--- src/wb2sdrc_macros.svh ---
// Wishbone to SDRAM controller bridge constants
// Bus widths, FIFO depths and the fixed burst length

`ifndef WB2SDRC_MACROS_SVH
`define WB2SDRC_MACROS_SVH

// ---------------------------------------------------------------------------
// Bus widths
// ---------------------------------------------------------------------------
// Application address width
`define WB2SDRC_APP_AW 26
// Data width, Wishbone and SDRAM sides alike
`define WB2SDRC_DW 32
// One select bit per byte
`define WB2SDRC_SEL_W (`WB2SDRC_DW / 8)
// Burst-length field width on the request bus
`define WB2SDRC_BL_W 9
// Single transfer per command
`define WB2SDRC_BURST_LEN 1

// ---------------------------------------------------------------------------
// FIFO depths
// ---------------------------------------------------------------------------
`define WB2SDRC_CMD_DEPTH 4
`define WB2SDRC_WRDATA_DEPTH 8
`define WB2SDRC_RDDATA_DEPTH 4

`endif
--- src/wb2sdrc_pkg.sv ---
// Wishbone to SDRAM controller bridge types
// Vector types, the command and write-beat structs and the read FSM states

`include "wb2sdrc_macros.svh"

package wb2sdrc_pkg;

  // -------------------------------------------------------------------------
  // Plain vectors
  // -------------------------------------------------------------------------
  // Address as seen by the SDRAM controller
  typedef logic [`WB2SDRC_APP_AW-1:0] app_addr_t;

  // Data word, both directions
  typedef logic [`WB2SDRC_DW-1:0] wb_data_t;

  // Byte selects, or active-low byte enables
  typedef logic [`WB2SDRC_SEL_W-1:0] byte_en_t;

  // Burst length field
  typedef logic [`WB2SDRC_BL_W-1:0] burst_len_t;

  // -------------------------------------------------------------------------
  // FIFO payloads
  // -------------------------------------------------------------------------
  // One command entry
  typedef struct packed {
    logic      wr_n;  // 0 write, 1 read
    app_addr_t addr;
  } sdr_cmd_t;

  // One write beat, enables in the upper bits
  typedef struct packed {
    byte_en_t en_n;
    wb_data_t data;
  } sdr_wr_beat_t;

  // -------------------------------------------------------------------------
  // Read tracking
  // -------------------------------------------------------------------------
  // Idle, or a read command issued and its data still outstanding
  typedef enum logic {
    RD_IDLE = 1'b0,
    RD_WAIT = 1'b1
  } rd_state_e;

endpackage

--- src/wb2sdrc.sv ---
// Wishbone slave to SDRAM controller request bridge
// Commands, write beats and read data pass through synchronous FIFOs
// Single clock domain, burst length fixed at one transfer

`timescale 1ns/100ps

`include "wb2sdrc_macros.svh"

module wb2sdrc (
  input  logic                      sdram_clk,
  input  logic                      wb_clk_i,

  // Wishbone slave
  input  logic                      wb_stb_i,
  input  logic                      wb_cyc_i,
  input  logic                      wb_we_i,
  input  wb2sdrc_pkg::app_addr_t    wb_addr_i,
  input  wb2sdrc_pkg::wb_data_t     wb_dat_i,
  input  wb2sdrc_pkg::byte_en_t     wb_sel_i,
  output logic                      wb_ack_o,
  output wb2sdrc_pkg::wb_data_t     wb_dat_o,

  // SDRAM controller request side
  output logic                      sdr_req_o,
  output wb2sdrc_pkg::app_addr_t    sdr_req_addr_o,
  output logic                      sdr_req_wr_n_o,
  output wb2sdrc_pkg::burst_len_t   sdr_req_len_o,
  input  logic                      sdr_req_ack_i,
  output wb2sdrc_pkg::wb_data_t     sdr_wr_data_o,
  output wb2sdrc_pkg::byte_en_t     sdr_wr_en_n_o,
  input  logic                      sdr_wr_next_i,
  input  logic                      sdr_rd_valid_i,
  input  wb2sdrc_pkg::wb_data_t     sdr_rd_data_i
);

  import wb2sdrc_pkg::*;

  // FIFO strobes from the request controller
  logic cmd_push;
  logic wrdata_push;
  logic rddata_pop;

  // FIFO status
  logic cmd_full;
  logic cmd_empty;
  logic wrdata_full;
  logic rddata_empty;

  // Packed FIFO payloads
  sdr_cmd_t     cmd_in;
  sdr_cmd_t     cmd_head;
  sdr_wr_beat_t beat_in;
  sdr_wr_beat_t beat_head;

  // ---------------------------------------------------------------------------
  // Request controller
  // ---------------------------------------------------------------------------
  wb_req_fsm u_req_fsm (
    .sdram_clk      (sdram_clk),
    .wb_clk_i       (wb_clk_i),
    .wb_stb_i       (wb_stb_i),
    .wb_cyc_i       (wb_cyc_i),
    .wb_we_i        (wb_we_i),
    .cmd_full_i     (cmd_full),
    .wrdata_full_i  (wrdata_full),
    .rddata_empty_i (rddata_empty),
    .wb_ack_o       (wb_ack_o),
    .cmd_push_o     (cmd_push),
    .wrdata_push_o  (wrdata_push),
    .rddata_pop_o   (rddata_pop)
  );

  // ---------------------------------------------------------------------------
  // Command path
  // ---------------------------------------------------------------------------
  // Write flag is active low on the controller side
  assign cmd_in.wr_n = ~wb_we_i;
  assign cmd_in.addr = wb_addr_i;

  // Popped when the controller takes the request
  sync_fifo #(
    .WIDTH ($bits(sdr_cmd_t)),
    .DEPTH (`WB2SDRC_CMD_DEPTH)
  ) u_cmd_fifo (
    .sdram_clk   (sdram_clk),
    .wb_clk_i    (wb_clk_i),
    .push_i      (cmd_push),
    .push_data_i (cmd_in),
    .pop_i       (sdr_req_ack_i),
    .pop_data_o  (cmd_head),
    .full_o      (cmd_full),
    .empty_o     (cmd_empty)
  );

  // Request level while a command waits
  assign sdr_req_o      = ~cmd_empty;
  assign sdr_req_addr_o = cmd_head.addr;
  assign sdr_req_wr_n_o = cmd_head.wr_n;
  // Fixed single-transfer burst
  assign sdr_req_len_o  = burst_len_t'(`WB2SDRC_BURST_LEN);

  // ---------------------------------------------------------------------------
  // Write data path
  // ---------------------------------------------------------------------------
  // Selects become active-low byte enables
  assign beat_in.en_n = ~wb_sel_i;
  assign beat_in.data = wb_dat_i;

  // Empty flag not needed, controller only asks for beats it was promised
  sync_fifo #(
    .WIDTH ($bits(sdr_wr_beat_t)),
    .DEPTH (`WB2SDRC_WRDATA_DEPTH)
  ) u_wrdata_fifo (
    .sdram_clk   (sdram_clk),
    .wb_clk_i    (wb_clk_i),
    .push_i      (wrdata_push),
    .push_data_i (beat_in),
    .pop_i       (sdr_wr_next_i),
    .pop_data_o  (beat_head),
    .full_o      (wrdata_full),
    .empty_o     ()
  );

  assign sdr_wr_data_o = beat_head.data;
  assign sdr_wr_en_n_o = beat_head.en_n;

  // ---------------------------------------------------------------------------
  // Read data path
  // ---------------------------------------------------------------------------
  // Never overfills, at most one read outstanding
  sync_fifo #(
    .WIDTH ($bits(wb_data_t)),
    .DEPTH (`WB2SDRC_RDDATA_DEPTH)
  ) u_rddata_fifo (
    .sdram_clk   (sdram_clk),
    .wb_clk_i    (wb_clk_i),
    .push_i      (sdr_rd_valid_i),
    .push_data_i (sdr_rd_data_i),
    .pop_i       (rddata_pop),
    .pop_data_o  (wb_dat_o),
    .full_o      (),
    .empty_o     (rddata_empty)
  );

endmodule

--- src/wb_req_fsm.sv ---
// Wishbone request controller for the SDRAM bridge
// Generates the acknowledge and FIFO strobes, tracks one outstanding read

`timescale 1ns/100ps

module wb_req_fsm (
  input  logic sdram_clk,
  input  logic wb_clk_i,

  // Wishbone request
  input  logic wb_stb_i,
  input  logic wb_cyc_i,
  input  logic wb_we_i,

  // FIFO status
  input  logic cmd_full_i,
  input  logic wrdata_full_i,
  input  logic rddata_empty_i,

  // Acknowledge and FIFO strobes
  output logic wb_ack_o,
  output logic cmd_push_o,
  output logic wrdata_push_o,
  output logic rddata_pop_o
);

  import wb2sdrc_pkg::*;

  // Request decode
  logic wb_req;
  logic wr_req;
  logic rd_req;

  // Per-direction acknowledge
  logic wr_ack;
  logic rd_ack;

  // Read command issue
  logic rd_cmd_push;

  // Read tracking FSM
  rd_state_e rd_state;
  rd_state_e rd_state_nxt;

  // ---------------------------------------------------------------------------
  // Request decode
  // ---------------------------------------------------------------------------
  // Active while strobe and cycle both high
  assign wb_req = wb_stb_i & wb_cyc_i;
  assign wr_req = wb_req & wb_we_i;
  assign rd_req = wb_req & ~wb_we_i;

  // ---------------------------------------------------------------------------
  // Acknowledge
  // ---------------------------------------------------------------------------
  // Write is posted, needs room for command and beat
  assign wr_ack = wr_req & ~cmd_full_i & ~wrdata_full_i;

  // Read waits for its data word in the read FIFO
  assign rd_ack = rd_req & (rd_state == RD_WAIT) & ~rddata_empty_i;

  // Same-cycle acknowledge, combinational
  assign wb_ack_o = wr_ack | rd_ack;

  // ---------------------------------------------------------------------------
  // FIFO strobes
  // ---------------------------------------------------------------------------
  // One command per read, only before it is outstanding
  assign rd_cmd_push = rd_req & (rd_state == RD_IDLE) & ~cmd_full_i;

  // Write command goes with its acknowledge
  assign cmd_push_o = wr_ack | rd_cmd_push;

  // Beat pushed alongside the write command
  assign wrdata_push_o = wr_ack;

  // Read word consumed as it is acknowledged
  assign rddata_pop_o = rd_ack;

  // ---------------------------------------------------------------------------
  // Read tracking
  // ---------------------------------------------------------------------------
  // Set on the read command push, not on the request, so that a read
  // arriving right behind back-to-back writes is tracked from the edge
  // its command really enters the FIFO
  always_comb begin
    rd_state_nxt = rd_state;
    unique case (rd_state)
      RD_IDLE: begin
        if (rd_cmd_push) begin
          rd_state_nxt = RD_WAIT;
        end
      end
      RD_WAIT: begin
        // Data handed over, next read may issue
        if (rd_ack) begin
          rd_state_nxt = RD_IDLE;
        end
      end
      default: rd_state_nxt = RD_IDLE;
    endcase
  end

  // State register
  always_ff @(posedge sdram_clk or posedge wb_clk_i) begin
    if (wb_clk_i) begin
      rd_state <= RD_IDLE;
    end else begin
      rd_state <= rd_state_nxt;
    end
  end

endmodule

--- src/sync_fifo.sv ---
// Synchronous first-word-fall-through FIFO
// Head entry is always on pop_data_o, flags derived from an occupancy count

`timescale 1ns/100ps

module sync_fifo #(
  parameter int WIDTH = 8,
  parameter int DEPTH = 4
) (
  input  logic             sdram_clk,
  input  logic             wb_clk_i,
  input  logic             push_i,
  input  logic [WIDTH-1:0] push_data_i,
  input  logic             pop_i,
  output logic [WIDTH-1:0] pop_data_o,
  output logic             full_o,
  output logic             empty_o
);

  // ---------------------------------------------------------------------------
  // Sizes
  // ---------------------------------------------------------------------------
  // Pointer indexes the array, count must also hold DEPTH itself
  localparam int PTR_W = $clog2(DEPTH);
  localparam int CNT_W = $clog2(DEPTH + 1);

  // Last valid index, pointers wrap after it
  localparam logic [PTR_W-1:0] LAST_IDX = PTR_W'(DEPTH - 1);

  // Storage
  logic [WIDTH-1:0] mem [DEPTH];

  // Control state
  logic [PTR_W-1:0] wr_ptr;
  logic [PTR_W-1:0] rd_ptr;
  logic [CNT_W-1:0] count;

  // Qualified strobes
  logic wr_en;
  logic rd_en;

  // ---------------------------------------------------------------------------
  // Strobe qualification
  // ---------------------------------------------------------------------------
  // Push into a full FIFO is dropped
  assign wr_en = push_i & ~full_o;
  // Pop from an empty FIFO is ignored
  assign rd_en = pop_i & ~empty_o;

  // Flags straight from the count
  assign full_o  = (count == CNT_W'(DEPTH));
  assign empty_o = (count == '0);

  // Head entry, visible without a pop
  assign pop_data_o = mem[rd_ptr];

  // ---------------------------------------------------------------------------
  // Storage write
  // ---------------------------------------------------------------------------
  always_ff @(posedge sdram_clk) begin
    if (wr_en) begin
      mem[wr_ptr] <= push_data_i;
    end
  end

  // ---------------------------------------------------------------------------
  // Pointers
  // ---------------------------------------------------------------------------
  always_ff @(posedge sdram_clk or posedge wb_clk_i) begin
    if (wb_clk_i) begin
      wr_ptr <= '0;
      rd_ptr <= '0;
    end else begin
      // Write side, wraps at the last entry
      if (wr_en) begin
        wr_ptr <= (wr_ptr == LAST_IDX) ? '0 : wr_ptr + 1'b1;
      end
      // Read side, head advances on the popping edge
      if (rd_en) begin
        rd_ptr <= (rd_ptr == LAST_IDX) ? '0 : rd_ptr + 1'b1;
      end
    end
  end

  // ---------------------------------------------------------------------------
  // Occupancy
  // ---------------------------------------------------------------------------
  always_ff @(posedge sdram_clk or posedge wb_clk_i) begin
    if (wb_clk_i) begin
      count <= '0;
    end else begin
      unique case ({wr_en, rd_en})
        // Push only
        2'b10: count <= count + 1'b1;
        // Pop only
        2'b01: count <= count - 1'b1;
        // Both or neither, level unchanged
        default: count <= count;
      endcase
    end
  end

endmodule

--- config.mk ---
export PLATFORM = sky130hd
export DESIGN_NAME = wb2sdrc
export DESIGN_NICKNAME = d
export VERILOG_FILES = /design/src/wb2sdrc_pkg.sv /design/src/wb2sdrc.sv /design/src/wb_req_fsm.sv /design/src/sync_fifo.sv
export VERILOG_INCLUDE_DIRS = /design/src
export SDC_FILE = /design/constraint.sdc
export NUM_CORES = 1
export LEC_CHECK = 0
export ABC_AREA = 0
export BUFFER_PORTS_ARGS = -buffer_cell sky130_fd_sc_hd__buf_2
export CAP_MARGIN = 20
export CORE_UTILIZATION = 55
export DETAILED_ROUTE_END_ITERATION = 12
export PLACE_DENSITY = 0.83
export SLEW_MARGIN = 25
export SYNTH_ARGS = -nofsm -noshare
export SYNTH_HDL_FRONTEND = slang
export SYNTH_SLANG_ARGS = --single-unit
--- constraint.sdc ---
create_clock -name sdram_clk -period 10.5 [get_ports sdram_clk]
set_input_delay 0.525 -clock sdram_clk [delete_from_list [all_inputs] [get_ports sdram_clk]]
set_output_delay 0.525 -clock sdram_clk [all_outputs]
set_load 0.01 [all_outputs]
==> reports/metrics.yaml <==
run_status:
  status: "finished with violations"
  violations: "negative hold slack"
place:
  place_congestion: 0.729
  dp_slack_ns: 7.22
  place_area_mm2: 0.0225
  port_buffers: 198
  place_inst: 1587
  place_hpwl_mm: 21.1
timing:
  hold_viol: 3
  setup_ws_ns: 6.93
  clock_skew_ns: 0.0116
  hold_ws_ns: -0.00262
  fin_setup_tns_ns: 0
  slew_viol_final: 0
  worstMarginPinSlew_ns: 1.05
  finalSetupViolCount: 0
  rsz0062_at_grt: "false"
  slew_headroom_pct: 29.7
  finalCritPeriodShare_pct: 34.0
  fin_crit_ns: 3.57
  fmax_mhz: 280
yosys:
  async_flop_share_pct: 4.55
  netlist_area_mm2: 0.0209
  postSynthCellCount: 897
  synth_most_common_cell: "edfxtp_1"
  yosysWarnings: 0
  synth-seq-area-share_pct: 78.3
  ys.flop_type: "edfxtp_1"
  synthTopCellsByArea: "edfxtp_1 (75%), mux4_2 (14%), dfrtp_1 (3.0%)"
  synth_top_area_share_pct: 75.3
  synth_edf_count: 524
  yosysTopAreaCell: "edfxtp_1"
  synth.top_cells.by_count: "edfxtp_1 (524), mux4_2 (131), mux2_2 (44)"
  synth.avg_cell_area_um2: 23.3
  synth_cell_types: 36
  ys_ff_latch: 549
global_route:
  antenna_found_initial: 1
  grt_pass1_wl_mm: 57.7
  grt_usage_pct: 20.0
  grt_pass1_vias: 9979
  grt_max_degree: 75
  grt_remaining_overflow: 0
detailed_routing:
  routed_wl_mm: 37.5
  drc: 0
  viasPerCell: 5.64
  firstDrtPassIters: 4
  wire_per_inst_um: 22.3
  vias: 9487
  drtAntennaViolNets: 0
  drtIter0Drc: 616
clock_network:
  cts_tree: "yes"
  cts_setup_buffers: 0
  cts_root_buffer: "clkbuf_16"
  cts.sinks: 549
  numCtsBuffers: 52
  insertion_delay_ns: 0.57
  clock_path_buffers: 3
  cts_hold_buf: 0
  htreeDepth: 2
  cts_resized: 0
  clkSlewWorstSetupHoldPaths_ns: 0.06
worst_setup_path:
  cp_max_fo: 52
  cp-end-kind: "output pin"
  r2r-start: "u_wrdata_fifo.count[1]"
  worstSetupPathType: "reg -> out"
  required_ns: 9.98
  r2r_cells: 5
  cp-start-kind: "register"
  cp.arrival_ns: 3.04
  crit_start: "u_wrdata_fifo.rd_ptr[0]"
cells_and_area:
  n_fill_cell: 2458
  fin_cells: 1682
  fin_util_pct: 64.7
  drive_gt1_share_pct: 41.5
  fin_nets: 1253
  final_area_mm2: 0.0242
  insertedDiodeCount: 0
  area_growth_pct: 16.0
floorplanning:
  die_h_um: 197
  rows: 71
  start_util_pct: 55.7
  core-area_mm2: 0.0375
  die-area_mm2: 0.0388
  fp.dieW_um: 197
  top_level_ports: 208
flow_run:
  cap_violations: 0
pwr:
  ir_worst_vdd_v: 0.000174
  powerDensity_mw_per_mm2: 259
  total_power_mw: 6.28
  leakagePower_nw: 8.25
worst_hold_path:
  hp-class: "in -> async"
[path summary, 6_finish.rpt]
check,end,slack (ns)
setup / recovery,sdr_wr_data_o[2],6.93
hold / removal,u_cmd_fifo.count[2],-0.003
setup reg to reg,u_wrdata_fifo.mem[5][4],7.55
hold reg to reg,u_cmd_fifo.count[2],0.48
max in group asynchronous,u_wrdata_fifo.rd_ptr[2],10.08
min in group sdram_clk,u_rddata_fifo.mem[0][11],0.16
[layout by cell type, fill, tap and decap left out, types with 4 or more instances in the layout]
cell,n
edfxtp_1,524
conb_1,9
dfrtp_1,19
inv_1,22
nor2_1,8
clkbuf_1,12
nand2_1,14
buf_2,198
nor2_4,6
mux2_2,44
buf_4,19
nor3_1,4
o21ai_0,4
xor2_1,8
clkinv_1,7
and2_1,8
mux4_2,131
clkinv_2,12
bufinv_16,7
clkbuf_16,52
ha_1,19
[per-layer routing]
layer | wire (µm) | vias up | share of wire, % | track usage (%)
met5 | 13 | - | 0.035 | 0
met4 | 671 | 2 | 1.8 | 6.00
met3 | 2010 | 54 | 5.3 | 3.66
met2 | 19600 | 287 | 52 | 33.7
met1 | 15300 | 4979 | 41 | 26.9
li1 | - | 4165 | - | -
[worst max-delay path: stages (launching register included)]
cell and delay [ns]:
dfrtp_4 0.72, buf_6 0.63, mux4_2 0.59, mux2_2 0.31, buf_2 0.15
[kinds of logic after synthesis]
group / share of synthesized area [%]
DFF: 78.3
muxes: 16.6
buffers and inverters: 1.52
and+or+nand+nor: 1.39
adders and majority gates: 1.33
AOI/OAI and AO/OA: 0.365
xor gates and xnor gates: 0.461
other: 0.0359
[cell type report]
cell class                 count  area [µm²]  share of cell area (%)
clock buffer                  64        1350                    5.55
sequential                   549       16400                    67.6
multi-input combinational    286        4300                    17.8
timing repair buffer         218        1140                    4.72
inverter                      23        86.3                   0.356
tap                          511         639                    2.64
clock inverter                31         345                    1.42
[power by group]
group / switching [mW] / internal, mW
combinational: 0.768 / 0.830
clock: 0.756 / 1.08
sequential: 0.197 / 2.64
total: 1.72 / 4.56
[flip-flops by register name (all words and copies together), names as in the netlist]
signal and cells:
u_rddata_fifo.count 3, u_rddata_fifo.mem 128, u_cmd_fifo.mem 108, u_rddata_fifo.wr_ptr 2, u_wrdata_fifo.rd_ptr 3, u_rddata_fifo.rd_ptr 2
u_wrdata_fifo.mem 288, u_cmd_fifo.wr_ptr 2, u_wrdata_fifo.count 4, u_wrdata_fifo.wr_ptr 3, u_req_fsm.rd_state 1, u_cmd_fifo.rd_ptr 2
u_cmd_fifo.count 3
Note: power is estimated with default switching activity, not from simulation.
